===== src/hw/sa_defs.svh =====
`ifndef SA_DEFS_SVH
`define SA_DEFS_SVH

// array shape
`define SA_R 4  // rows, lanes of x, y and a
`define SA_C 4  // columns, lanes of k and result beats per packet

// element widths
`define SA_WX 8   // activation
`define SA_WK 8   // weight
`define SA_WY 24  // accumulator and result, wraps at this width
`define SA_WA 32  // bias as it arrives, only the low SA_WY bits are used

`endif


===== src/hw/sa_pkg.sv =====
`default_nettype none

`include "sa_defs.svh"

package sa_pkg;

  typedef logic signed [`SA_WX-1:0] x_elem_t;
  typedef logic signed [`SA_WK-1:0] k_elem_t;
  typedef logic signed [`SA_WY-1:0] y_elem_t;
  typedef logic signed [`SA_WA-1:0] a_elem_t;

  typedef x_elem_t [`SA_R-1:0] x_vec_t;  // one column of x
  typedef k_elem_t [`SA_C-1:0] k_vec_t;  // one row of k
  typedef y_elem_t [`SA_R-1:0] y_vec_t;  // one column of sums
  typedef a_elem_t [`SA_R-1:0] a_vec_t;

  typedef struct packed {
    x_vec_t data;
    logic   last;
  } x_beat_t;

  typedef struct packed {
    k_vec_t data;
    logic   last;
  } k_beat_t;

  typedef struct packed {
    a_vec_t data;
    logic   last;
  } a_beat_t;

  typedef struct packed {
    y_vec_t data;
    logic   last;
  } y_beat_t;

endpackage

`default_nettype wire


===== src/hw/bias_add.sv =====
`timescale 1ns/1ps
`default_nettype none

`include "sa_defs.svh"

module bias_add (
  input  logic            clk,
  input  logic            rst,

  input  logic            res_valid,
  output logic            res_ready,
  input  sa_pkg::y_beat_t res_beat,

  input  logic            a_valid,
  output logic            a_ready,
  input  sa_pkg::a_beat_t a_beat,

  output logic            y_valid,
  input  logic            y_ready,
  output sa_pkg::y_beat_t y_beat
);

  sa_pkg::y_beat_t j_res;
  sa_pkg::a_beat_t j_bias;

  stream_join #(
    .a_t (sa_pkg::y_beat_t),
    .b_t (sa_pkg::a_beat_t)
  ) u_join (
    .clk       (clk),
    .rst       (rst),
    .a_valid   (res_valid),
    .a_ready   (res_ready),
    .a_data    (res_beat),
    .b_valid   (a_valid),
    .b_ready   (a_ready),
    .b_data    (a_beat),
    .out_valid (y_valid),
    .out_ready (y_ready),
    .out_a     (j_res),
    .out_b     (j_bias)
  );

  always_comb begin
    for (int r = 0; r < `SA_R; r++) begin
      // low bits of the bias only, wraps like the accumulator
      y_beat.data[r] = j_res.data[r] + $signed(j_bias.data[r][`SA_WY-1:0]);
    end
    y_beat.last = j_res.last && j_bias.last;
  end

  property p_bias_aligned;
    @(posedge clk) disable iff (rst)
      y_valid && y_ready |-> j_res.last == j_bias.last;
  endproperty
  a_bias_aligned: assert property (p_bias_aligned)
    else $error("bias packet out of step with results");

endmodule

`default_nettype wire


===== src/hw/mac_row.sv =====
`timescale 1ns/1ps
`default_nettype none

`include "sa_defs.svh"

module mac_row (
  input  logic                        clk,
  input  logic                        rst,
  input  logic                        advance,
  input  logic                        in_valid,  // product register holds a beat
  input  logic                        first,     // that beat opens a packet
  input  logic signed [`SA_WX-1:0]    x_elem,
  input  sa_pkg::k_vec_t              k_vec,
  output sa_pkg::y_elem_t [`SA_C-1:0] acc
);

  logic signed [`SA_WX+`SA_WK-1:0] prod [`SA_C];

  // product stage, one multiplier per column
  always_ff @(posedge clk) begin
    if (advance) begin
      for (int c = 0; c < `SA_C; c++) begin
        prod[c] <= $signed(x_elem) * $signed(k_vec[c]);
      end
    end
  end

  // accumulate stage
  always_ff @(posedge clk) begin
    if (rst) begin
      acc <= '0;
    end else if (advance && in_valid) begin
      for (int c = 0; c < `SA_C; c++) begin
        if (first) begin
          acc[c] <= sa_pkg::y_elem_t'(prod[c]);  // sign extended load
        end else begin
          acc[c] <= acc[c] + prod[c];  // wraps at SA_WY
        end
      end
    end
  end

endmodule

`default_nettype wire


===== src/hw/matmul_accel_top.sv =====
`timescale 1ns/1ps
`default_nettype none

module matmul_accel_top (
  input  logic            clk,
  input  logic            rst,

  input  logic            k_valid,
  output logic            k_ready,
  input  sa_pkg::k_beat_t k_beat,

  input  logic            x_valid,
  output logic            x_ready,
  input  sa_pkg::x_beat_t x_beat,

  input  logic            a_valid,
  output logic            a_ready,
  input  sa_pkg::a_beat_t a_beat,

  output logic            y_valid,
  input  logic            y_ready,
  output sa_pkg::y_beat_t y_beat
);

  logic            kx_valid;
  logic            kx_ready;
  sa_pkg::k_beat_t kx_k;
  sa_pkg::x_beat_t kx_x;

  logic            res_valid;
  logic            res_ready;
  sa_pkg::y_beat_t res_beat;

  stream_join #(
    .a_t (sa_pkg::k_beat_t),
    .b_t (sa_pkg::x_beat_t)
  ) join_kx (
    .clk       (clk),
    .rst       (rst),
    .a_valid   (k_valid),
    .a_ready   (k_ready),
    .a_data    (k_beat),
    .b_valid   (x_valid),
    .b_ready   (x_ready),
    .b_data    (x_beat),
    .out_valid (kx_valid),
    .out_ready (kx_ready),
    .out_a     (kx_k),
    .out_b     (kx_x)
  );

  systolic_array u_sa (
    .clk       (clk),
    .rst       (rst),
    .in_valid  (kx_valid),
    .in_ready  (kx_ready),
    .in_k      (kx_k),
    .in_x      (kx_x),
    .out_valid (res_valid),
    .out_ready (res_ready),
    .out_beat  (res_beat)
  );

  bias_add u_bias (
    .clk       (clk),
    .rst       (rst),
    .res_valid (res_valid),
    .res_ready (res_ready),
    .res_beat  (res_beat),
    .a_valid   (a_valid),
    .a_ready   (a_ready),
    .a_beat    (a_beat),
    .y_valid   (y_valid),
    .y_ready   (y_ready),
    .y_beat    (y_beat)
  );

endmodule

`default_nettype wire


===== src/hw/stream_join.sv =====
`timescale 1ns/1ps
`default_nettype none

module stream_join #(
  parameter type a_t = logic,
  parameter type b_t = logic
) (
  input  logic clk,
  input  logic rst,

  input  logic a_valid,
  output logic a_ready,
  input  a_t   a_data,

  input  logic b_valid,
  output logic b_ready,
  input  b_t   b_data,

  output logic out_valid,
  input  logic out_ready,
  output a_t   out_a,
  output b_t   out_b
);

  logic slot_free;
  logic take;

  assign slot_free = !out_valid || out_ready;  // empty or being emptied

  // each side only moves when the other side is there too
  assign a_ready = slot_free && b_valid;
  assign b_ready = slot_free && a_valid;
  assign take    = slot_free && a_valid && b_valid;

  always_ff @(posedge clk) begin
    if (rst) begin
      out_valid <= 1'b0;
    end else if (take) begin
      out_valid <= 1'b1;
    end else if (out_ready) begin
      out_valid <= 1'b0;
    end
  end

  always_ff @(posedge clk) begin
    if (take) begin
      out_a <= a_data;
      out_b <= b_data;
    end
  end

  // a stalled pair stays put until the consumer takes it
  property p_hold_on_stall;
    @(posedge clk) disable iff (rst)
      out_valid && !out_ready |=> out_valid && $stable(out_a) && $stable(out_b);
  endproperty
  a_hold_on_stall: assert property (p_hold_on_stall)
    else $error("stream_join output changed while stalled");

endmodule

`default_nettype wire


===== src/hw/systolic_array.sv =====
`timescale 1ns/1ps
`default_nettype none

`include "sa_defs.svh"

module systolic_array (
  input  logic            clk,
  input  logic            rst,

  input  logic            in_valid,
  output logic            in_ready,
  input  sa_pkg::k_beat_t in_k,
  input  sa_pkg::x_beat_t in_x,

  output logic            out_valid,
  input  logic            out_ready,
  output sa_pkg::y_beat_t out_beat
);

  typedef enum logic {
    S_ACC,
    S_DRAIN
  } state_t;

  state_t state;

  logic advance;
  logic accept;
  logic in_last;
  logic first_pend;  // next accepted beat opens a packet
  logic p_valid;
  logic p_first;
  logic p_last;
  logic col_end;
  logic [$clog2(`SA_C)-1:0] col;

  sa_pkg::y_elem_t [`SA_C-1:0] row_acc [`SA_R];

  assign advance = (state == S_ACC);
  // hold off once the last beat sits in the product stage
  assign in_ready = advance && !(p_valid && p_last);
  assign accept   = in_valid && in_ready;
  assign in_last  = in_k.last && in_x.last;
  assign col_end  = (col == ($clog2(`SA_C))'(`SA_C - 1));

  always_ff @(posedge clk) begin
    if (rst) begin
      p_valid    <= 1'b0;
      p_first    <= 1'b0;
      p_last     <= 1'b0;
      first_pend <= 1'b1;
    end else if (advance) begin
      p_valid <= accept;
      if (accept) begin
        p_first    <= first_pend;
        p_last     <= in_last;
        first_pend <= in_last;
      end
    end
  end

  always_ff @(posedge clk) begin
    if (rst) begin
      state <= S_ACC;
      col   <= '0;
    end else begin
      case (state)
        S_ACC: begin
          if (p_valid && p_last) begin  // last beat is being added now
            state <= S_DRAIN;
            col   <= '0;
          end
        end
        S_DRAIN: begin
          if (out_ready) begin
            if (col_end) begin
              state <= S_ACC;
              col   <= '0;
            end else begin
              col <= col + 1'b1;
            end
          end
        end
        default: state <= S_ACC;
      endcase
    end
  end

  for (genvar r = 0; r < `SA_R; r++) begin : g_row
    mac_row u_row (
      .clk      (clk),
      .rst      (rst),
      .advance  (advance),
      .in_valid (p_valid),
      .first    (p_first),
      .x_elem   (in_x.data[r]),
      .k_vec    (in_k.data),
      .acc      (row_acc[r])
    );
  end

  // column col of every row
  always_comb begin
    for (int r = 0; r < `SA_R; r++) begin
      out_beat.data[r] = row_acc[r][col];
    end
    out_beat.last = col_end;
  end

  assign out_valid = (state == S_DRAIN);

  property p_last_agree;
    @(posedge clk) disable iff (rst)
      in_valid && in_ready |-> in_k.last == in_x.last;
  endproperty
  a_last_agree: assert property (p_last_agree)
    else $error("k and x last differ on an accepted beat");

  // no new beat may slip in while results leave
  property p_no_accept_in_drain;
    @(posedge clk) disable iff (rst)
      out_valid |-> !in_ready;
  endproperty
  a_no_accept_in_drain: assert property (p_no_accept_in_drain)
    else $error("array ready during drain");

endmodule

`default_nettype wire


===== config.mk =====
export PLATFORM = sky130hd
export DESIGN_NAME = matmul_accel_top
export DESIGN_NICKNAME = d
export VERILOG_FILES = /design/src/hw/sa_pkg.sv /design/src/hw/bias_add.sv /design/src/hw/mac_row.sv /design/src/hw/matmul_accel_top.sv /design/src/hw/stream_join.sv /design/src/hw/systolic_array.sv
export VERILOG_INCLUDE_DIRS = /design/src /design/src/hw
export SDC_FILE = /design/constraint.sdc
export NUM_CORES = 2
export LEC_CHECK = 0
export ABC_CLOCK_PERIOD_IN_PS = 11100
export BUFFER_PORTS_ARGS = -buffer_cell sky130_fd_sc_hd__buf_2
export CELL_PAD_IN_SITES_DETAIL_PLACEMENT = 1
export CELL_PAD_IN_SITES_GLOBAL_PLACEMENT = 1
export CORE_MARGIN = 2
export CORE_UTILIZATION = 51
export DETAILED_ROUTE_END_ITERATION = 10
export PLACE_DENSITY_LB_ADDON = 0.1
export SETUP_SLACK_MARGIN = 0.4
export SLEW_MARGIN = 5
export SYNTH_ARGS = -nofsm -noshare
export SYNTH_HDL_FRONTEND = slang
export SYNTH_HIERARCHICAL = 1
export SYNTH_SLANG_ARGS = --single-unit

===== constraint.sdc =====
create_clock -name clk -period 11.1 [get_ports clk]
set_input_delay 1.665 -clock clk [delete_from_list [all_inputs] [get_ports clk]]
set_output_delay 1.665 -clock clk [all_outputs]
set_load 0.005 [all_outputs]

==> impl_summary.md <==
Setup path
The required time of the critical path is around 12000 ps. The worst register-to-register path has a setup slack of around 5300 ps. Data on the critical path arrives at its endpoint at approximately 6400 ps. The cell class contributing the biggest share of worst-path delay is adder cells.

Walking the worst path, the cells encountered are buf_4 -> nand2b_1 -> fa_1 -> fa_1 -> inv_1 -> fa_1 -> inv_1 -> fa_1 -> inv_1 -> ha_1 -> o21ai_0 -> a21boi_0 -> o21ai_0 -> a21boi_0 -> o21ai_0 -> a21boi_0 -> mux2i_1 -> nand2_1. The number of buffer and inverter instances along the worst setup path is 4. Along the worst path, the maximum fanout reaches 19. The capturing element type of the critical path is a flip-flop. In this design, the stage delay of the slowest critical-path cell is roughly 1000 ps.

The most common cell type on the critical path is sky130_fd_sc_hd__fa_1. On the critical path, the stage with the largest delay is an instance of sky130_fd_sc_hd__edfxtp_1. The startpoint-to-endpoint class of the critical path is flip-flop to flip-flop. The worst setup path is launched from a flip-flop.

Clock network
Gates resized during post-CTS repair numbered 0. The TritonCTS clock tree is done. The clock transition at the registers of the reported paths is ~50 ps. The count of H-tree levels built during CTS is 3. Buffers added to address setup during post-CTS repair amount to 0. The number of clock sinks is approximately 900.

The number of CTS-inserted buffers is around 110. The root cell of the clock tree is sky130_fd_sc_hd__clkbuf_16. The source-to-sink clock delay at the later pin of the worst-skew pair is 800 ps. No sink is reached through more buffers than the 3 on the longest clock path. After clock tree synthesis, the flow added hold-fix buffers numbering 0.

Detailed routing
For this block, the routed nets add up to between 200 and 300 mm of wire. Dividing the detail-routed via count by the number of cells gives slightly below 6. The count of antenna-violating nets left after detailed routing is 0. The pre-antenna-repair detailed-routing pass consisted of 5 iterations.

Dividing the detail-routed wire length by the instance count gives around 22 um. The detailed router placed between 70000 and 80000 vias in this run. In the routed design, unresolved DRC markers number 0. The violation count after the first detailed-route iteration is 3888.

Placement
Summed over all nets, the half-perimeter wirelength after detailed placement is about 210 mm. The placer congestion estimate is between 0.8 and 0.9. In this run the tool buffered the top-level ports with around 270 buffer cells.

STA
The post-layout minimum cycle time is between 5000 and 6000 ps. Dividing the final minimum period by the clock period gives 0.527. Timing would allow up to ~170 MHz. Setup violations remaining at the end of the flow were counted as 0. The final number of hold-violating endpoints is 0. The number of max-slew violations in the final report came to 0. The worst setup skew after layout is about 38 ps. Setup repair after global routing left no endpoint under its margin.

In the final timing run, aggregate negative setup slack is 0 ps. For the pin with the worst max-slew slack, the measured transition is between 1000 and 1500 ps. The worst pin sits at a relative slew slack of 0.196.

Synthesis
The mean area per synthesized cell is a little over 9 sq um. The post-synthesis cell count is 10200. The synthesized area is between 90000 and 100000 sq um. The post-synth net total is 12200. During synthesis, Yosys emitted a total of 6 warnings.

Die
The full die area is 191000 sq um. The floorplan step set the die height to between 400 and 500 um. The floorplan step set the die width to 437 um. The core region area is around 190000 sq um. For this configuration, the core starts out at a cell density of 0.514. The row count is roughly 160. Pin placement for this block handled about 300 I/O pins.

Global route
The total routing resource utilization after global routing is 0.296. The first global-routing pass estimated roughly 450 mm of wire. Global routing finished with a remaining overflow of 0. The number of global-route vias before repair is 83100.

The largest net degree at the start of global routing is 112. The initial antenna violation count was 20.

Power and ir drop
The total power divided by cell area is around 180 nW/um^2. For this design the static power due to leakage is between 0.04 and 0.05 uW. Summed over all nets, the switching power comes to roughly 8000 uW. The worst-case IR drop observed on VDD is about 130 uV. The clock share of power is 0.211. The net switching fraction of the power is 0.421. The internal cell power is approximately 11000 uW. The sequential power share is 0.273. The share of total power dissipated in combinational logic is 0.516.

Final layout
The commonest non-fill, non-tap cell in the layout is sky130_fd_sc_hd__inv_1. The proportion of layout cells with a drive suffix above 1 is 0.0726. In the layout the commonest cells are sky130_fd_sc_hd__inv_1, sky130_fd_sc_hd__ha_1, sky130_fd_sc_hd__fa_1, sky130_fd_sc_hd__nand2_1, sky130_fd_sc_hd__and2_1. The net count of the finished layout is between 10000 and 15000.

The final core utilization is 0.556. The growth of design area from synthesis to finish is 8.24%.

Job
The reported max-cap violation count is 0.

Outcome
The flow ran to the end, and the final reports show no timing, DRC or antenna violations.

Hold path
The path class of the tightest hold or removal check is flip-flop to flip-flop.
[through the flow]
stage	total power [uW]	worst slack (ps)	instance area (sq um)	instances	hold WS [ps]
after CTS	18600	5260	103000	13000	466
after floorplan	11900	3440	95400	10200	427
final	18500	5250	103000	13000	467
after global routing	19900	4760	103000	13000	482
after global placement	14000	5350	99400	12700	442
after detailed placement	14600	5280	99400	12700	453
[final timing paths]
check,from,end,cells after the start
min,u_sa/first_pend,u_sa/first_pend,1
max,join_kx/out_a[32],u_sa/g_row[3].u_row/prod[3][14],18
min reg2reg,u_sa/first_pend,u_sa/first_pend,1
max reg2reg,join_kx/out_a[32],u_sa/g_row[3].u_row/prod[3][14],18
[power by group through the flow]
stage | Combinational [uW] | Sequential [uW] | Clock (uW)
2_1_floorplan | 7160 | 4750 | 0
3_3_place_gp | 8940 | 5070 | 0
3_5_place_dp | 9460 | 5090 | 0
4_1_cts | 9560 | 5030 | 3970
5_1_grt | 10800 | 5080 | 4100
6_report | 9520 | 5040 | 3900
[cell type report]
cell class              instances  area [sq um]
flip-flops and latches        909         23400
clock buffers                 151          3130
multi-input cells            7517         65300
well taps                    2480          3100
inverters                    1456          5470
clock inverters                66           731
diodes                         19          47.5
repair buffers                372          2170
fillers                     21100         82300
[flip-flops by register name, indices dropped and copies added (netlist names)]
register,cells
u_sa/p_last,1
u_sa/p_first,1
u_sa/out_valid,1
u_bias/u_join/out_b,97
u_sa/g_row.u_row/prod,256
join_kx/out_a,33
join_kx/out_b,33
u_bias/u_join/out_valid,1
join_kx/out_valid,1
u_sa/col,2
u_sa/first_pend,1
u_sa/g_row.u_row/acc,384
u_bias/u_join/out_a,97
u_sa/p_valid,1
[metal layers]
| layer | up-vias | wire length, um | track usage |
|---|---|---|---|
| li1 | 34900 | - | - |
| met1 | 38800 | 120000 | 0.377 |
| met2 | 1404 | 140000 | 0.527 |
| met3 | 400 | 11300 | 0.0302 |
| met4 | 6 | 9260 | 0.0913 |
| met5 | - | 36 | 0 |
[worst register-to-register path, stage by stage, from the launching register on]
cell                       delay, ps
sky130_fd_sc_hd__edfxtp_1       1010
sky130_fd_sc_hd__buf_4           470
sky130_fd_sc_hd__nand2b_1        170
sky130_fd_sc_hd__fa_1            460
sky130_fd_sc_hd__fa_1            500
sky130_fd_sc_hd__inv_1            50
sky130_fd_sc_hd__fa_1            470
sky130_fd_sc_hd__inv_1            50
sky130_fd_sc_hd__fa_1            470
sky130_fd_sc_hd__inv_1            40
sky130_fd_sc_hd__ha_1            320
sky130_fd_sc_hd__o21ai_0         130
sky130_fd_sc_hd__a21boi_0        260
sky130_fd_sc_hd__o21ai_0         160
sky130_fd_sc_hd__a21boi_0        300
sky130_fd_sc_hd__o21ai_0         150
sky130_fd_sc_hd__a21boi_0        320
sky130_fd_sc_hd__mux2i_1         220
sky130_fd_sc_hd__nand2_1          70
Power figures use the tool's default switching activity.
